==> src/hdl/mul_cfg_pkg.sv <==
/*
  Sizes of the vector multiply unit.
  The top level picks VLEN from here and passes it down; lanes are fixed at LANE_W.
*/
package mul_cfg_pkg;

  ////////////////////////////////////////
  // scalar and tag widths
  ////////////////////////////////////////
  localparam int XLEN      = 32;  // rs1 width
  localparam int ROB_TAG_W = 4;   // rob entry index

  ////////////////////////////////////////
  // lane geometry
  ////////////////////////////////////////
  localparam int LANE_W         = 32;               // one lane = one eew32 element
  localparam int BYTE_W         = 8;                // partial product input
  localparam int BYTES_PER_LANE = LANE_W / BYTE_W;  // 4x4 byte grid per lane

  // must stay a multiple of LANE_W
  localparam int VLEN_DEFAULT = 128;

endpackage

==> src/hdl/mul_result_collect.sv <==
/*
  Output stage of the vector multiply unit.
  Latches the concatenated lane results one edge after the lane products
  settle and pulses done back to the request FSM.
*/
`timescale 1ns/1ns

module mul_result_collect #(
  parameter int VLEN = mul_cfg_pkg::VLEN_DEFAULT
) (
  input  logic            clk,
  input  logic            arst_n,
  input  logic            launch,
  input  logic [VLEN-1:0] lane_results,
  output logic [VLEN-1:0] result,
  output logic            done
);

  logic launch_q;  // lane products valid while high

  ////////////////////////////////////////
  // result register
  ////////////////////////////////////////
  always_ff @(posedge clk or negedge arst_n) begin
    if (!arst_n) begin
      launch_q <= 1'b0;
      done     <= 1'b0;
      result   <= '0;
    end else begin
      launch_q <= launch;
      done     <= launch_q;  // one cycle, lines up with result
      if (launch_q) begin
        result <= lane_results;  // held until the next operation
      end
    end
  end

endmodule

==> config.mk <==
export PLATFORM = sky130hd
export DESIGN_NAME = mul_result_collect
export DESIGN_NICKNAME = d
export VERILOG_FILES = /design/src/hdl/mul_cfg_pkg.sv /design/src/hdl/mul_result_collect.sv
export SDC_FILE = /design/constraint.sdc
export NUM_CORES = 1
export LEC_CHECK = 0
export ABC_AREA = 1
export BUFFER_PORTS_ARGS = -buffer_cell sky130_fd_sc_hd__buf_2
export CELL_PAD_IN_SITES_DETAIL_PLACEMENT = 1
export CELL_PAD_IN_SITES_GLOBAL_PLACEMENT = 2
export CORE_MARGIN = 8
export CORE_UTILIZATION = 27
export CTS_CLUSTER_SIZE = 24
export DETAILED_ROUTE_END_ITERATION = 7
export GPL_ROUTABILITY_DRIVEN = 0
export PLACE_DENSITY_LB_ADDON = 0.1
export SYNTH_ARGS = -nofsm -noshare
export SYNTH_HDL_FRONTEND = slang
export SYNTH_SLANG_ARGS = --single-unit
export TNS_END_PERCENT = 1
==> constraint.sdc <==
create_clock -name clk -period 1.4 [get_ports clk]
set_input_delay 0.21 -clock clk [delete_from_list [all_inputs] [get_ports clk]]
set_output_delay 0.21 -clock clk [all_outputs]
set_load 0.02 [all_outputs]
==> out/qor.csv <==
metric,value,unit
status,completed,
WL final,18.4,mm
Synth Area in Adders,0,%
Ports,260,
"most common cell after layout, fill and taps aside",nand2_1,
Pre-antenna DRT Iters,4,
fin. max-slew vios,0,
post-route ant nets,0,
"slowest stage delay, CP",0.40,ns
Via density,4.19,
setup bufs post-CTS,0,
setup_tns,0,ns
P&R area growth vs syn,64.7,%
FP Rows,50,
register area share after synthesis,64.9,%
slowest cell on the critical path,dfrtp_1,
fmax,0.843,GHz
vias,4882,
CP Class,register to output port,
initial core utilization,27.1,%
Setup crit end kind,output port,
Max transition margin,74.0,%
Static Leak,4.63,nW
Worst Hold Launch,lane_results[40],
cell area after layout,8250,um2
All-Layer GR Usage,16.2,%
Clock Tree Root,clkbuf_16,
Clock Path Buffers,2,
Post-Synth XOR/XNOR Area,0,%
maxcap violations,0,
Worst Hold Class,input pin to register,
Cells after Synth,543,
largest family of logic cells by synthesized area,simple AND/OR/NAND/NOR gates,
cts hold-fix bufs,112,
worst vdd ir,0.773,mV
synth warn,0,
Worst Tran Pin Value,0.389,ns
Placement Cell Area,6480,um2
First DRT Iteration DRCs,136,
routed wire length per instance,15.8,um
drc violations,0,
RSZ-0062 raised after global routing,no,
CTS tree,built,
grt ovf,0,
Synth Area in Compound Gates,0,%
vias in the first global route,5528,
Cell variety after synth,5,
port bufs,259,
most frequent cells in the layout,"nand2_1 (384), buf_2 (258), dfrtp_1 (129)",
Worst R2R Start,launch_q,
Period minus WS final,1.19,ns
endpoints failing hold,0,
CP Cell Sequence,buf_2,
PwrDens,1330,nW/um2
first-pass GRT wire length,30.1,mm
mux contribution to synthesized area,0,%
Core Area,18500,um2
period utilisation layout,84.7,%
TritonCTS buffer count,17,
share of layout cells above drive strength 1,32.8,%
post_cts resized,0,
syn_area_per_cell,9.23,um2
Die W,152,um
Worst Path Max Fanout,2,
Worst-path clk slew,0.06,ns
DP Wirelength,12.9,mm
maximum number of pins on one net before global-route repair,74,
CP startpoint,result[75],
clk_skew,0.00425,ns
crit path DAT,0.98,ns
Post-Syn Area,5010,um2
syn nets,674,
Required @ worst endpoint,1.19,ns
initial antenna violation count,0,
Nets,1050,
simple-gate portion of the synthesized area,28.8,%
Ant. Diodes,0,
die area,23200,um2
worst skew pair latency,0.41,ns
Final Setup Violations,0,
Crit path max-delay family,flip-flops,
worst hold slack,0.0184,ns
H-tree depth,4,
CP Launch Type,register,
CTS Sinks,130,
die height,152,um
buffer and inverter count on the worst path,1,
#FFs+latches synth,130,
[through the flow]
| stage | worst slack (ns) | utilization [%] | cells | total power [mW] |
|---|---|---|---|---|
| final | 0.214 | 44.7 | 1166 | 10.9 |
| after global routing | 0.166 | 44.7 | 1166 | 11.5 |
| after CTS | 0.190 | 44.7 | 1166 | 11.1 |
| after detailed placement | 0.255 | 35.1 | 1022 | 5.99 |
| after global placement | 0.310 | 35.1 | 1022 | 5.95 |
| after floorplan | 0.489 | - | 543 | 5.20 |
[synthesized netlist by cell type]
cell type	n	share of area [%]
buf_4	1	0.15
buf_6	27	6.1
nand2_1	384	29
dfrtp_1	130	65
inv_2	1	0.075
[routing by layer]
metal	wire length (um)	global-route usage [%]	vias to the layer above	share of wire, %
li1	-	-	2375	-
met1	7550	18.3	2335	41
met2	9050	27.4	155	49
met3	1510	6.49	17	8.2
met4	317	5.57	0	1.7
met5	0	0	-	0
[path summary, 6_finish.rpt]
path                                     to  slack (ns)  depth (start not counted)
worst max-delay path             result[75]        0.21                          1
worst min-delay path             result[40]        0.02                          3
worst max register to register  result[112]        0.25                          4
worst min register to register   result[58]        0.46                          2
max in group asynchronous        result[99]        0.58                          3
min in group asynchronous        result[93]        0.28                          2
[power breakdown]
group          switching [mW]  total, mW  leakage (nW)  internal [mW]
logic                    1.12       1.87          2.74          0.755
clock network            1.59       4.80         0.315           3.21
registers               0.180       4.28          1.58           4.10
total                    2.89       10.9          4.63           8.06
[sequential cells by signal (all words and copies together), names as in the netlist]
signal / count
launch_q: 1
done: 1
result: 128
[layout make-up]
class | instances | area, um2
Sequential cell | 130 | 3260
Multi-Input combinational cell | 384 | 1440
Tap cell | 234 | 293
Clock inverter | 9 | 150
Timing Repair Buffer | 385 | 2600
Inverter | 1 | 6.26
Clock buffer | 23 | 498
Fill cell | 2170 | 10200
[cells by family after synthesis]
group,count (synthesis)
buffers and inverters,29
DFF,130
and+or+nand+nor,384
No activity file was read; power rests on OpenSTA's default activity.
