`src/hdl/mul_cfg_pkg.sv`:
```
/*
  Sizes of the vector multiply unit.
  The top level picks VLEN from here and passes it down; lanes are fixed at LANE_W.
*/
package mul_cfg_pkg;

  ////////////////////////////////////////
  // scalar and tag widths
  ////////////////////////////////////////
  localparam int XLEN      = 32;  // rs1 width
  localparam int ROB_TAG_W = 4;   // rob entry index

  ////////////////////////////////////////
  // lane geometry
  ////////////////////////////////////////
  localparam int LANE_W         = 32;               // one lane = one eew32 element
  localparam int BYTE_W         = 8;                // partial product input
  localparam int BYTES_PER_LANE = LANE_W / BYTE_W;  // 4x4 byte grid per lane

  // must stay a multiple of LANE_W
  localparam int VLEN_DEFAULT = 128;

endpackage

```
`src/hdl/mul_op_pkg.sv`:
```
/*
  Encodings used by the vector multiply unit.
  funct3 categories and funct6 opcodes follow the RISC-V vector spec.
*/
package mul_op_pkg;

  ////////////////////////////////////////
  // funct3 operand categories
  ////////////////////////////////////////
  typedef enum logic [2:0] {
    OPIVV = 3'b000,
    OPMVV = 3'b010,  // vector-vector
    OPIVX = 3'b100,
    OPMVX = 3'b110   // vector-scalar, rs1 splat
  } op_cat_e;

  ////////////////////////////////////////
  // funct6 multiply opcodes
  ////////////////////////////////////////
  typedef enum logic [5:0] {
    VMULHU  = 6'b100100,
    VMUL    = 6'b100101,
    VMULHSU = 6'b100110,
    VMULH   = 6'b100111
  } mul_funct6_e;

  // element width, 2'b11 is handled as EEW8
  typedef enum logic [1:0] {
    EEW8  = 2'b00,
    EEW16 = 2'b01,
    EEW32 = 2'b10
  } eew_e;

  // request FSM in the operand stage
  typedef enum logic [1:0] {
    IDLE     = 2'b00,
    EXEC     = 2'b01,
    ACK_WAIT = 2'b10
  } prep_state_e;

endpackage

```
`src/hdl/mul_lane.sv`:
```
/*
  One 32-bit multiply lane built from a 4x4 grid of byte products.
  Products are registered on launch, then summed per element width and the
  low or high half of each element product is selected.
*/
`timescale 1ns/1ns

module mul_lane (
  input  logic                           clk,
  input  logic                           arst_n,
  input  logic                           launch,
  input  logic [mul_cfg_pkg::LANE_W-1:0] op_a,
  input  logic [mul_cfg_pkg::LANE_W-1:0] op_b,
  input  logic                           a_signed,
  input  logic                           b_signed,
  input  mul_op_pkg::eew_e               eew,
  input  logic                           keep_low,
  output logic [mul_cfg_pkg::LANE_W-1:0] lane_result
);
  import mul_cfg_pkg::*;
  import mul_op_pkg::*;

  // a 9x9 signed product always fits in 17 bits
  localparam int PROD_W = 2*BYTE_W + 1;

  logic [BYTES_PER_LANE-1:0] top_byte;
  logic signed [BYTE_W:0]    ext_a [BYTES_PER_LANE];
  logic signed [BYTE_W:0]    ext_b [BYTES_PER_LANE];
  logic signed [PROD_W-1:0]  prod_d [BYTES_PER_LANE][BYTES_PER_LANE];
  logic signed [PROD_W-1:0]  prod_q [BYTES_PER_LANE][BYTES_PER_LANE];
  logic [15:0]               full_e8 [4];
  logic [31:0]               full_e16 [2];
  logic [63:0]               full_e32;

  ////////////////////////////////////////
  // byte grid
  ////////////////////////////////////////
  always_comb begin
    case (eew)
      EEW16:   top_byte = 4'b1010;
      EEW32:   top_byte = 4'b1000;
      default: top_byte = 4'b1111;  // every byte is an element
    endcase
    // only the top byte of an element carries the sign
    for (int i = 0; i < BYTES_PER_LANE; i++) begin
      ext_a[i] = {a_signed & top_byte[i] & op_a[i*BYTE_W + BYTE_W-1],
                  op_a[i*BYTE_W +: BYTE_W]};
      ext_b[i] = {b_signed & top_byte[i] & op_b[i*BYTE_W + BYTE_W-1],
                  op_b[i*BYTE_W +: BYTE_W]};
    end
    for (int i = 0; i < BYTES_PER_LANE; i++) begin
      for (int j = 0; j < BYTES_PER_LANE; j++) begin
        prod_d[i][j] = ext_a[i] * ext_b[j];
      end
    end
  end

  always_ff @(posedge clk or negedge arst_n) begin
    if (!arst_n) begin
      prod_q <= '{default: '0};
    end else if (launch) begin
      prod_q <= prod_d;
    end
  end

  ////////////////////////////////////////
  // partial product sums
  ////////////////////////////////////////
  always_comb begin
    // eew8: diagonal products are already complete
    for (int e = 0; e < 4; e++) begin
      full_e8[e] = prod_q[e][e][15:0];
    end

    // eew16: 2x2 block per element
    for (int e = 0; e < 2; e++) begin
      full_e16[e] = '0;
      for (int i = 2*e; i < 2*e + 2; i++) begin
        for (int j = 2*e; j < 2*e + 2; j++) begin
          full_e16[e] = full_e16[e] +
                        ({{(32-PROD_W){prod_q[i][j][PROD_W-1]}}, prod_q[i][j]}
                         << (BYTE_W*(i + j - 4*e)));
        end
      end
    end

    // eew32: all sixteen products
    full_e32 = '0;
    for (int i = 0; i < BYTES_PER_LANE; i++) begin
      for (int j = 0; j < BYTES_PER_LANE; j++) begin
        full_e32 = full_e32 +
                   ({{(64-PROD_W){prod_q[i][j][PROD_W-1]}}, prod_q[i][j]}
                    << (BYTE_W*(i + j)));
      end
    end
  end

  ////////////////////////////////////////
  // half select
  ////////////////////////////////////////
  always_comb begin
    case (eew)
      EEW16: begin
        for (int e = 0; e < 2; e++) begin
          lane_result[16*e +: 16] = keep_low ? full_e16[e][15:0] : full_e16[e][31:16];
        end
      end
      EEW32: begin
        lane_result = keep_low ? full_e32[31:0] : full_e32[63:32];
      end
      default: begin
        for (int e = 0; e < 4; e++) begin
          lane_result[8*e +: 8] = keep_low ? full_e8[e][7:0] : full_e8[e][15:8];
        end
      end
    endcase
  end

endmodule

```
`config.mk`:
```
export PLATFORM = sky130hd
export DESIGN_NAME = mul_lane
export DESIGN_NICKNAME = d
export VERILOG_FILES = /design/src/hdl/mul_cfg_pkg.sv /design/src/hdl/mul_op_pkg.sv /design/src/hdl/mul_lane.sv
export SDC_FILE = /design/constraint.sdc
export NUM_CORES = 2
export LEC_CHECK = 0
export ABC_CLOCK_PERIOD_IN_PS = 12700
export BUFFER_PORTS_ARGS = -buffer_cell sky130_fd_sc_hd__buf_2
export CAP_MARGIN = 20
export CORE_UTILIZATION = 45
export DETAILED_ROUTE_END_ITERATION = 8
export GPL_TIMING_DRIVEN = 0
export PLACE_DENSITY_LB_ADDON = 0.2
export SYNTH_ARGS = -nofsm -noshare
export SYNTH_HDL_FRONTEND = slang
export SYNTH_SLANG_ARGS = --single-unit
```
`constraint.sdc`:
```
create_clock -name clk -period 12.7 [get_ports clk]
set_clock_uncertainty 0.05 [all_clocks]
set_input_delay 1.27 -clock clk [delete_from_list [all_inputs] [get_ports clk]]
set_output_delay 1.27 -clock clk [all_outputs]
set_load 0.02 [all_outputs]
```
==> impl_metrics.json <==
{
  "fp-row-count": 146,
  "grt_pass1_vias": 55650,
  "start_util_pct": 45.4,
  "hp-class": "flip-flop to flip-flop",
  "arrival_ps": 11020,
  "slowest_delay_ps": 610,
  "tightest_slew_ps": 1350,
  "crit_cells": 35,
  "crit_slowest_cell": "fa_1",
  "io_pins": 104,
  "synth_cells": 7713,
  "fill_cells": 15311,
  "crit_path_max_fanout": 25,
  "critPathTopFamily": "adder cells",
  "multi_input_area_mm2": 0.0580,
  "seq_area_frac_synth_pct": 9.40,
  "synth.distinct_cells": 77,
  "antenna_found_initial": 40,
  "final_common_cell": "inv_1",
  "startpoint": "prod_q[271]",
  "synth_edf_count": 0,
  "ys.flop_type": "dfrtp_1",
  "timing.rr.end": "prod_q[271]",
  "placed_area_mm2": 0.0758,
  "dieWidth_um": 402,
  "worstPathRequired_ps": 11380,
  "max-slew-margin-rel_pct": 10.0,
  "portBuffers": 57,
  "avgSynthCellArea_um2": 9.35,
  "first_pass_iters": 6,
  "drt_iter0_drc": 5287,
  "die_y_um": 402,
  "hold_viol": 0,
  "fin_crit_ps": 12340,
  "grt_usage_pct": 35.4,
  "via_per_inst": 5.54,
  "r2r_slack_ps": 11120,
  "place_congestion": 1.01,
  "routedWlPerCell_um": 28.4,
  "drc": 0,
  "rsz0062_at_grt": "no",
  "crit_end": "lane_result[24]",
  "cts_tree": "built",
  "ant_nets": 0,
  "async_flop_share_pct": 100,
  "fin_nets": 10150,
  "place_hpwl_mm": 237,
  "fin_crit_sh_pct": 97.2,
  "outcome": "complete, no violations",
  "slew_violations": 0,
  "rr_startpoint": "prod_q[271]",
  "syn_nets": 10001,
  "drive_gt1_share_pct": 4.63,
  "clock-root-buffer": "clkbuf_16",
  "area_delta_synth_final_pct": 6.61,
  "startpoint_type": "flip-flop",
  "core_area_mm2": 0.159,
  "crit_path_end_kind": "output port",
  "cts_buffer_depth": 3,
  "clock_sinks": 271,
  "min_from": "full_e8[52]",
  "grt_pass1_wl_mm": 406,
  "max_freq_mhz": 81.0,
  "cp_num_buf_inv": 7,
  "path_class": "flip-flop to output port",
  "drv_cap": 0,
  "regArea_mm2": 0.00679,
  "grt_max_degree": 108,
  "setup_viol": 0,
  "cp_common_cell": "fa_1",
  "reg2reg_depth": 3,
  "routed_wl_mm": 283,
  "synth_seq_cells": 271,
  "htree_levels": 1,
  "dieArea_mm2": 0.162,
  "ys_warn_count": 0,
  "clock_latency_ps": 570,
  "grt-ovfl-total": 0,
  "vias": 55298,
  "clkTransAtPathRegs_ps": 70,
  "synth_area_mm2": 0.0721,
  "numCtsBuffers": 26,
  "layout_common_cells": "inv_1, fa_1, nand2_1, ha_1, and2_1",
  "design_area_mm2": 0.0769
}
worst register-to-register path: stages (launching register included):
cell and delay (ps):
dfrtp_2 510, buf_12 210, inv_1 490, mux2i_1 150
kinds of logic (layout without fill, tap and decap cells):
group,count (synthesis),after routing,synth area share (%)
xor gates and xnor gates,413,413,5.04
adders and majority gates,2216,2216,53.3
other,0,25,0
AOI/OAI and AO/OA,842,842,7.30
DFF,271,271,9.40
muxes,159,159,2.42
buffers and inverters,1949,2114,10.1
and+or+nand+nor,1863,1863,12.4
per-layer routing:
metal  global-route usage (%)  share of wire (%)
met5                        0              0.047
met1                     48.8                 42
met4                     16.9                5.9
met3                     8.86                 11
met2                     51.9                 42
synth_stat cells, types with 5 or more instances:
cell      number  area (µm²)
a31oi_1       24         150
o21ai_0      229        1150
nor2b_1       29         181
o41ai_1       22         193
or2_2         34         213
nand2b_1     112         701
a21o_1        85         638
buf_1         10        37.5
nor3_1        47         235
clkbuf_1     341        1280
a211oi_1      11        82.6
o22ai_1        8        50.1
a21boi_0       5        37.5
a221oi_1      13         114
xnor2_1      355        3110
o21bai_1      85         638
inv_1       1598        6000
a21oi_1      243        1220
o211ai_1       8        60.1
o31ai_1        8        60.1
o31a_1        18         158
o21a_1        28         210
fa_1        1422       28500
xor2_1        57         499
ha_1         794        9930
a211o_1        5        43.8
and3_1        29         181
nor2_1       181         679
dfrtp_1      271        6780
a221o_1        5        50.1
nand3_1       57         285
mux2i_1       34         340
or3_1         12        75.1
nand2_1      861        3230
mux2_2       125        1410
nor3b_1        5        37.5
nand4_1        8        50.1
and2_1       472        2950
worst min-delay path by stage:
stage,cells past startpoint,to,slack [ps]
floorplan,1,full_e8[51],430
global placement,1,full_e8[54],450
detailed placement,1,full_e8[52],450
CTS,1,full_e8[52],470
global route,1,full_e8[52],470
finish,1,full_e8[52],460
timing repair:
| action | CTS | global route |
|---|---|---|
| gates resized for setup | 5 | 13 |
| hold buffers | 0 | 0 |
| setup endpoints to repair | 9 | 15 |
| pin swaps | 0 | 1 |
| buffers inserted | 2 | 12 |
| cloned | 0 | 0 |
cell type report:
class                           count  area share (%)
Sequential cell                   271            8.83
Antenna cell                       25          0.0814
Tap cell                         2072            3.37
Buffer                            350            1.74
Timing Repair Buffer              122            1.60
Clock inverter                      9           0.127
Multi-Input combinational cell   5493            75.5
Inverter                         1598            7.82
Clock buffer                       35           0.916
state kept, by name, indices dropped and copies added, names as in the netlist:
name and flops:
prod_q 207, full_e8 64
metrics by stage:
stage | worst slack (ps) | hold WS [ps] | TNS, ps | instances | utilization (%)
after detailed placement | 325 | 450 | 0 | 9890 | 47.8
after global placement | -1420 | 449 | -21260 | 9842 | 47.2
after CTS | 64.5 | 466 | 0 | 9936 | 48.3
after floorplan | 1260 | 431 | 0 | 7713 | -
final | 356 | 462 | 0 | 9975 | 48.4
after global routing | 22.6 | 475 | 0 | 9955 | 48.4
Power is left out: the tool's default activity adds up to more than one toggle a clock period on the data nets, which glitch-free logic cannot reach.
