## src/hdl/mul_cfg_pkg.sv

```systemverilog
/*
  Sizes of the vector multiply unit.
  The top level picks VLEN from here and passes it down; lanes are fixed at LANE_W.
*/
package mul_cfg_pkg;

  ////////////////////////////////////////
  // scalar and tag widths
  ////////////////////////////////////////
  localparam int XLEN      = 32;  // rs1 width
  localparam int ROB_TAG_W = 4;   // rob entry index

  ////////////////////////////////////////
  // lane geometry
  ////////////////////////////////////////
  localparam int LANE_W         = 32;               // one lane = one eew32 element
  localparam int BYTE_W         = 8;                // partial product input
  localparam int BYTES_PER_LANE = LANE_W / BYTE_W;  // 4x4 byte grid per lane

  // must stay a multiple of LANE_W
  localparam int VLEN_DEFAULT = 128;

endpackage

```

## src/hdl/mul_op_pkg.sv

```systemverilog
/*
  Encodings used by the vector multiply unit.
  funct3 categories and funct6 opcodes follow the RISC-V vector spec.
*/
package mul_op_pkg;

  ////////////////////////////////////////
  // funct3 operand categories
  ////////////////////////////////////////
  typedef enum logic [2:0] {
    OPIVV = 3'b000,
    OPMVV = 3'b010,  // vector-vector
    OPIVX = 3'b100,
    OPMVX = 3'b110   // vector-scalar, rs1 splat
  } op_cat_e;

  ////////////////////////////////////////
  // funct6 multiply opcodes
  ////////////////////////////////////////
  typedef enum logic [5:0] {
    VMULHU  = 6'b100100,
    VMUL    = 6'b100101,
    VMULHSU = 6'b100110,
    VMULH   = 6'b100111
  } mul_funct6_e;

  // element width, 2'b11 is handled as EEW8
  typedef enum logic [1:0] {
    EEW8  = 2'b00,
    EEW16 = 2'b01,
    EEW32 = 2'b10
  } eew_e;

  // request FSM in the operand stage
  typedef enum logic [1:0] {
    IDLE     = 2'b00,
    EXEC     = 2'b01,
    ACK_WAIT = 2'b10
  } prep_state_e;

endpackage

```

## src/hdl/mul_operand_prep.sv

```systemverilog
/*
  Front stage of the vector multiply unit.
  Runs the four-phase req/ack FSM, decodes funct3/funct6, captures the operands
  and splats rs1 for OPMVX. The captured values feed every lane until the next request.
*/
`timescale 1ns/1ns

module mul_operand_prep #(
  parameter int VLEN = mul_cfg_pkg::VLEN_DEFAULT
) (
  input  logic                              clk,
  input  logic                              arst_n,
  input  logic                              req,
  input  mul_op_pkg::op_cat_e               funct3,
  input  logic [5:0]                        funct6,
  input  mul_op_pkg::eew_e                  eew,
  input  logic [VLEN-1:0]                   vs1_data,
  input  logic [VLEN-1:0]                   vs2_data,
  input  logic [mul_cfg_pkg::XLEN-1:0]      rs1_data,
  input  logic [mul_cfg_pkg::ROB_TAG_W-1:0] rob_tag,
  input  logic                              done,
  output logic                              ack,
  output logic                              launch,
  output logic [VLEN-1:0]                   op_a,
  output logic [VLEN-1:0]                   op_b,
  output logic                              a_signed,
  output logic                              b_signed,
  output mul_op_pkg::eew_e                  eew_q,
  output logic                              keep_low,
  output logic [mul_cfg_pkg::ROB_TAG_W-1:0] result_tag
);
  import mul_cfg_pkg::*;
  import mul_op_pkg::*;

  prep_state_e state;
  logic        accept;
  mul_funct6_e dec_op;
  logic        is_vx;
  logic        dec_a_signed;
  logic        dec_b_signed;
  logic        dec_keep_low;
  logic [VLEN-1:0] splat_b;

  ////////////////////////////////////////
  // decode
  ////////////////////////////////////////
  assign accept = (state == IDLE) && req;

  always_comb begin
    dec_op = mul_funct6_e'(funct6);
    is_vx  = (funct3 == OPMVX);
    if (!(funct3 inside {OPMVV, OPMVX})) begin
      dec_op = VMUL;  // other categories run as vmul.vv
    end
    case (dec_op)
      VMULH: begin
        dec_a_signed = 1'b1;
        dec_b_signed = 1'b1;
        dec_keep_low = 1'b0;
      end
      VMULHU: begin
        dec_a_signed = 1'b0;
        dec_b_signed = 1'b0;
        dec_keep_low = 1'b0;
      end
      VMULHSU: begin
        dec_a_signed = 1'b1;  // vs2 signed
        dec_b_signed = 1'b0;  // vs1 / rs1 unsigned
        dec_keep_low = 1'b0;
      end
      default: begin  // VMUL and any unknown funct6
        dec_a_signed = 1'b1;
        dec_b_signed = 1'b1;
        dec_keep_low = 1'b1;
      end
    endcase
  end

  // rs1 replicated at element width, upper bits dropped
  always_comb begin
    case (eew)
      EEW16:   splat_b = {(VLEN/16){rs1_data[15:0]}};
      EEW32:   splat_b = {(VLEN/32){rs1_data[31:0]}};
      default: splat_b = {(VLEN/8){rs1_data[7:0]}};
    endcase
  end

  ////////////////////////////////////////
  // capture
  ////////////////////////////////////////
  always_ff @(posedge clk) begin
    if (accept) begin
      op_a       <= vs2_data;
      op_b       <= is_vx ? splat_b : vs1_data;
      result_tag <= rob_tag;
    end
  end

  always_ff @(posedge clk or negedge arst_n) begin
    if (!arst_n) begin
      a_signed <= 1'b0;
      b_signed <= 1'b0;
      keep_low <= 1'b0;
      eew_q    <= EEW8;
    end else if (accept) begin
      a_signed <= dec_a_signed;
      b_signed <= dec_b_signed;
      keep_low <= dec_keep_low;
      eew_q    <= eew;
    end
  end

  ////////////////////////////////////////
  // handshake FSM
  ////////////////////////////////////////
  always_ff @(posedge clk or negedge arst_n) begin
    if (!arst_n) begin
      state  <= IDLE;
      ack    <= 1'b0;
      launch <= 1'b0;
    end else begin
      launch <= 1'b0;  // single cycle pulse
      case (state)
        IDLE: begin
          if (req) begin
            state  <= EXEC;
            launch <= 1'b1;
          end
        end
        EXEC: begin
          if (done) begin
            state <= ACK_WAIT;
            ack   <= 1'b1;
          end
        end
        ACK_WAIT: begin
          if (!req) begin  // phase 3 seen, close the transfer
            state <= IDLE;
            ack   <= 1'b0;
          end
        end
        default: state <= IDLE;
      endcase
    end
  end

endmodule

```

## config.mk

```make
export PLATFORM = sky130hd
export DESIGN_NAME = mul_operand_prep
export DESIGN_NICKNAME = d
export VERILOG_FILES = /design/src/hdl/mul_cfg_pkg.sv /design/src/hdl/mul_op_pkg.sv /design/src/hdl/mul_operand_prep.sv
export SDC_FILE = /design/constraint.sdc
export NUM_CORES = 1
export LEC_CHECK = 0
export ABC_AREA = 1
export BUFFER_PORTS_ARGS = -buffer_cell sky130_fd_sc_hd__buf_2
export CAP_MARGIN = 25
export CORE_AREA = 8 8 220 222
export CTS_CLUSTER_SIZE = 25
export DETAILED_ROUTE_END_ITERATION = 8
export DIE_AREA = 0 0 228 230
export GPL_TIMING_DRIVEN = 0
export HOLD_SLACK_MARGIN = 0.06
export PLACE_DENSITY = 0.46
export SLEW_MARGIN = 20
export SYNTH_ARGS = -nofsm -noshare
export SYNTH_HDL_FRONTEND = slang
export SYNTH_SLANG_ARGS = --single-unit
```

## constraint.sdc

```tcl
create_clock -name clk -period 9.2 [get_ports clk]
set_input_delay 0.46 -clock clk [delete_from_list [all_inputs] [get_ports clk]]
set_output_delay 0.46 -clock clk [all_outputs]
set_load 0.02 [all_outputs]
```

==> results.ini, run 1 <==
[timing]
drv_slew=0
timing.fmax_mhz=437
setup_viol=0
clock_skew_ns=0.0130
finalHoldViolCount=0
fin_crit_ns=2.29
period_share_pct=24.9
slew_headroom_pct=60.3
worst_pin_slew_ns=0.596
rsz0062_at_grt=no

[power]
p_per_area_nw_per_um2=248
power_leakage_nw=7.31
irDropWorstVdd_v=0.000166

[clock_network]
htree_levels=1
cts_tree=built
cts.path.max_buffers=3
postCtsSetupRepairBufs=0
numCtsBuffers=31
ctsResizeCount=0
cts_root_buf=clkbuf_16
ctsHoldBuffers=133
clk_pin_slew_ns=0.06
clk_latency_ns=0.56
cts.sinks=269

[worst_setup_path]
slowest_delay_ns=0.47
critPathKind=flop to flop
cp_num_cells=4
critPathMaxFanout=104
critPathBufInv=3
endpoint_kind=flop
crit_family=buffers and inverters
r2r_cells=4
cp_data_arrival_time_ns=2.47
cp-start-kind=flop
cp_slowest_cell=inv_8
crit_required_ns=9.39
crit_chain=inv_1 -> nand3_1 -> inv_8 -> buf_16

[logic_synthesis]
synth_edf_count=260
synthTopCellsByArea=edfxtp_1, nand2_1, dfrtp_1
synth.ff_latch_count=269
syn-instance-count=721
netlist_top_cells_count=nand2_1, edfxtp_1, buf_2
synth_flop_cell=edfxtp_1
synth.largest_area_cell=edfxtp_1
synth_warnings=0
synthArstFlopShare_pct=3.35
ys_types=14
synth_nets=1030
synth_area_per_cell_um2=13.6
ys_seq_area_share_pct=81.8
post-synth-top-count-cell=nand2_1
syn_area_um2=9820
synth_top_area_share_pct=79.5

[global_route]
grt_max_degree=105
antenna_found_initial=13
grt.overflow.total=0
grt_pass1_wl_mm=61.5
track_usage_pct=15.7
grt_pass1_vias=9027

[placed_design]
port_buffers=573
place_area_um2=13500
dp_hpwl_mm=34.7
gp_congestion=0.829

[worst_hold_path]
hp-class=input port to flop
hold_depth=2

[final_layout]
nets=1771
synthToLayoutAreaGrowth_pct=60.2
drive_gt1_share_pct=42.9
final_area_um2=15700
fin_util_pct=35.1

[floorplanning]
ios=574
core_um2=44900
num_rows=78
dieHeight_um=230
start_util_pct=21.9
chipWidth_um=228
die_area_um2=52400

[drt]
dr.pass1.iters=4
ant_nets=0
drt_iter0_markers=414
via_per_inst=4.02
route.vias.total=8378
wl_mm=43.4
wl_per_cell_um=20.8
drc=0

[run_status]
run_status=complete, no violations

[job]
drv_cap=0

## metrics by stage
step / setup TNS, ns / power (mW) / worst slack (ns) / hold slack (ns) / instances
final: 0 / 3.90 / 6.91 / 0.109 / 2086
after global routing: 0 / 4.07 / 6.77 / 0.0717 / 2085
after CTS: 0 / 3.96 / 6.92 / 0.0605 / 2081
after detailed placement: 0 / 2.78 / 6.85 / 0.329 / 1896
after global placement: -0.0763 / 2.88 / -0.0763 / 0.325 / 1894
after floorplan: 0 / 2.40 / 2.77 / 0.164 / 721
## final cells by class
| class | count | area [µm²] |
|---|---|---|
| repair buffers | 708 | 4250 |
| flip-flops and latches | 269 | 8030 |
| fillers | 4594 | 29200 |
| multi-input cells | 417 | 1620 |
| inverters | 12 | 52.6 |
| well taps | 600 | 751 |
| diodes | 5 | 12.5 |
| clock buffers | 38 | 802 |
| plain buffers | 23 | 123 |
| clock inverters | 14 | 88.8 |
## cell families after synthesis
logic type	Yosys count	share of synthesized area (%)
AO/OA/AOI/OAI	12	0.662
AND/OR/NAND/NOR	403	15.6
flip-flops	269	81.8
buffers and inverters	35	1.71
adder cells (fa/ha/maj)	2	0.255
## layer usage
metal	wire length, µm	up-vias	part of all wire, %	GRT usage (%)
li1	-	3938	-	-
met1	15900	3971	37	16.6
met3	4350	64	10	6.54
met4	765	14	1.8	3.47
met5	81	-	0.19	0
met2	22300	391	51	28.7
## worst paths after layout
kind | startpoint | to | slack [ns]
min reg2reg | keep_low | keep_low | 0.48
max reg2reg | state[1] | op_a[120] | 6.91
min | done | state[0] | 0.11
max | state[1] | op_a[120] | 6.91
min in group asynchronous | arst_n | a_signed | 0.29
max in group asynchronous | arst_n | state[0] | 8.72
## layout by cell type (no fill, tap or decap)
cell | Yosys | final
o21ai_0 | 6 | 6
dfrtp_1 | 9 | 9
inv_6 | 0 | 1
nor2_2 | 1 | 1
clkbuf_1 | 0 | 7
nand3_1 | 15 | 15
dlygate4sd3_1 | 0 | 133
diode_2 | 0 | 5
o31ai_1 | 2 | 2
buf_16 | 0 | 2
clkbuf_16 | 0 | 31
clkinv_2 | 0 | 1
buf_2 | 20 | 593
o21ai_1 | 4 | 4
bufinv_16 | 0 | 1
inv_8 | 0 | 1
clkinv_1 | 0 | 10
clkinvlp_4 | 0 | 1
buf_4 | 3 | 3
inv_2 | 1 | 1
edfxtp_1 | 260 | 260
ha_1 | 2 | 2
nand2_1 | 380 | 380
inv_1 | 11 | 10
nor2_1 | 7 | 7
## report_power, final
part	internal [mW]	switching, mW
sequential	1.70	0.0635
clock	0.636	0.479
combinational	0.295	0.724
total	2.63	1.27
## sequential cells by signal, indices dropped and copies added, names as in the netlist
name	count
b_signed	1
op_b	128
eew_q	2
op_a	128
ack	1
state	2
keep_low	1
result_tag	4
launch	1
a_signed	1
## worst reg2reg max path, delay by kind of cell, from the launching register on
| family | cells | cell delay [ns] |
|---|---|---|
| AND/OR/NAND/NOR | 1 | 0.32 |
| buffers and inverters | 3 | 1.05 |
| flip-flops | 1 | 0.40 |
Note: power is estimated with default switching activity, not from simulation.
==> run 2: changes to the inputs <==
--- a/config.mk
+++ b/config.mk
@@ -8,13 +8,13 @@
 export ABC_AREA = 1
 export BUFFER_PORTS_ARGS = -buffer_cell sky130_fd_sc_hd__buf_2
 export CAP_MARGIN = 25
-export CORE_AREA = 8 8 220 222
+export CORE_AREA = 8 8 217 219
 export CTS_CLUSTER_SIZE = 25
 export DETAILED_ROUTE_END_ITERATION = 8
-export DIE_AREA = 0 0 228 230
+export DIE_AREA = 0 0 225 227
 export GPL_TIMING_DRIVEN = 0
 export HOLD_SLACK_MARGIN = 0.06
-export PLACE_DENSITY = 0.46
+export PLACE_DENSITY = 0.49
 export SLEW_MARGIN = 20
 export SYNTH_ARGS = -nofsm -noshare
 export SYNTH_HDL_FRONTEND = slang
==> constraint.sdc (replaced) <==
create_clock -name clk -period 2 [get_ports clk]
set_input_delay 0.1 -clock clk [delete_from_list [all_inputs] [get_ports clk]]
set_output_delay 0.1 -clock clk [all_outputs]
set_load 0.02 [all_outputs]
==> results.ini, run 2 (synthesis gave the netlist of run 1 again) <==
[drt]
wl_per_cell_um=20.2  ; -3.1%
wl_mm=45.7  ; +5.2%
dr.pass1.iters=4  ; unchanged
drc=0  ; unchanged
drt_iter0_markers=415  ; +0.24%
ant_nets=0  ; unchanged
via_per_inst=4.06  ; +1.0%
route.vias.total=9184  ; +9.6%

[timing]
timing.fmax_mhz=506
slew_headroom_pct=65.6  ; +5.3 points
drv_slew=0  ; unchanged
fin_crit_ns=1.98
clock_skew_ns=0.0100  ; -0.00293 ns
worst_pin_slew_ns=0.516  ; -0.0802 ns
setup_viol=0  ; unchanged
period_share_pct=98.8
finalHoldViolCount=0  ; unchanged
whs_ns=0.104  ; -0.00468 ns
tns_ns=0  ; unchanged
rsz0062_at_grt=no

[clock_network]
cts_tree=built
cts_root_buf=clkbuf_16
cts.path.max_buffers=3  ; unchanged
numCtsBuffers=31  ; unchanged
clk_latency_ns=0.56  ; about the same
htree_levels=1  ; unchanged
clk_pin_slew_ns=0.06  ; about the same
cts.sinks=269  ; unchanged

[worst_setup_path]
endpoint_kind=flop
r2r_start=state[0]
crit_chain=buf_2 -> dlygate4sd3_1 -> inv_1 -> ha_1 -> buf_2 -> buf_4 -> nand3_1 -> nand3_1 -> nand2_2 -> nand2_1 -> dlygate4sd3_1
crit_family=buffers and inverters
cp-start-kind=input port
r2r_cells=5  ; +1
slowest_delay_ns=0.57  ; +0.10 ns
cp_data_arrival_time_ns=2.28  ; -0.19 ns
crit_required_ns=2.30  ; -7.09 ns
critPathKind=input port to flop
critPathBufInv=6  ; +3
r2r-end=op_a[58]
cp_slowest_cell=dlygate4sd3_1
r2r_setup_slack_ns=0.11  ; -6.80 ns
critPathMaxFanout=10  ; -90%

[global_route]
grt.overflow.total=0  ; unchanged
antenna_found_initial=12  ; -1
grt_max_degree=99  ; -5.7%
grt_pass1_vias=10100  ; +12%
track_usage_pct=16.8  ; +1.2 points
grt_pass1_wl_mm=64.5  ; +4.9%

[power]
p_total_mw=19.1  ; +390%
power_leakage_nw=8.15  ; +11%
p_per_area_nw_per_um2=1080  ; +330%
irDropWorstVdd_v=0.000741  ; +350%

[worst_hold_path]
hold_end=op_b[126]
min-delay-start=rs1_data[14]
hold_depth=5  ; +3
hp-class=input port to flop

[final_layout]
synthToLayoutAreaGrowth_pct=80.2
regArea_um2=8030  ; unchanged
multiInputGateArea_um2=1640  ; +1.1%
reg_top3=op_a: 128 flops, op_b: 128 flops, result_tag: 4 flops
drive_gt1_share_pct=39.6  ; -3.4 points
final_common_cell=buf_2
nets=1948  ; +10%
nFillCells=4177  ; -9.1%
final_cell_mix=buf_2, nand2_1, dlygate4sd3_1

[job]
drv_cap=0  ; unchanged

[floorplanning]
dieHeight_um=227  ; -1.3%
ios=574  ; unchanged
num_rows=77  ; -1.3%
die_area_um2=51100  ; -2.6%
chipWidth_um=225  ; -1.3%
start_util_pct=22.5  ; +0.63 points
core_um2=43600  ; -2.8%

[placed_design]
port_buffers=573  ; unchanged
gp_congestion=0.875  ; +5.4%
dp_hpwl_mm=34.9  ; +0.61%

[run_status]
run_status=complete, no violations

run 2: layout make-up:
class	instances	share of cell area, %
Inverter	12	0.276
Sequential cell	269	45.4
Timing Repair Buffer	885	34.2
Clock buffer	34	4.45
Multi-Input combinational cell	417	9.27
Antenna cell	10	0.141
Buffer	23	0.693
Clock inverter	22	1.37
Tap cell	592	4.18
run 2: worst max-delay path by stage:
stage / startpoint / end / slack (ns) / depth (start not counted)
3_3_place_gp: state[0] / op_a[69] / -4.95 / 3
2_1_floorplan: state[1] / op_a[0] / -2.85 / 3
3_5_place_dp: state[0] / op_a[95] / -0.34 / 7
5_1_grt: eew[1] / op_b[62] / 0.002 / 11
6_report: eew[1] / op_b[62] / 0.02 / 11
4_1_cts: eew[1] / op_b[30] / 0.07 / 11
run 2: worst min-delay path: cells and delay by family:
kind	cells	cell delay, ns
buffers and inverters	1	0.10
and+or+nand+nor	4	0.35
run 2: stage by stage:
stage	util [%]	cell area, µm²	setup WS, ns	instances
global placement	30.8	13400	-4.95	1886
CTS	40.5	17700	0.0691	2253
global route	40.6	17700	0.00206	2264
floorplan	-	9840	-2.85	721
detailed placement	31.2	13600	-0.340	1894
finish	40.6	17700	0.0245	2264
run 2: timing repair:
action / CTS / global route
gates resized for setup: 1 / 3
hold buffers: 304 / 1
endpoints found under the hold margin: 277 / 1
endpoints found under the setup margin: 65 / 6
setup buffers: 1 / 0
run 2: where the power goes:
| part | leakage (nW) | internal, mW | switching [mW] |
|---|---|---|---|
| sequential | 2.55 | 7.81 | 0.314 |
| combinational | 5.09 | 1.72 | 3.42 |
| clock | 0.508 | 3.47 | 2.32 |
| total | 8.15 | 13.0 | 6.06 |
run 2: per-layer routing:
metal / part of all wire, % / GRT usage [%] / vias up
met2: 52 / 31.6 / 441
met3: 8.8 / 5.11 / 84
met5: 0.048 / 0 / -
met4: 2.9 / 5.15 / 4
met1: 36 / 17.9 / 4338
li1: - / - / 4317
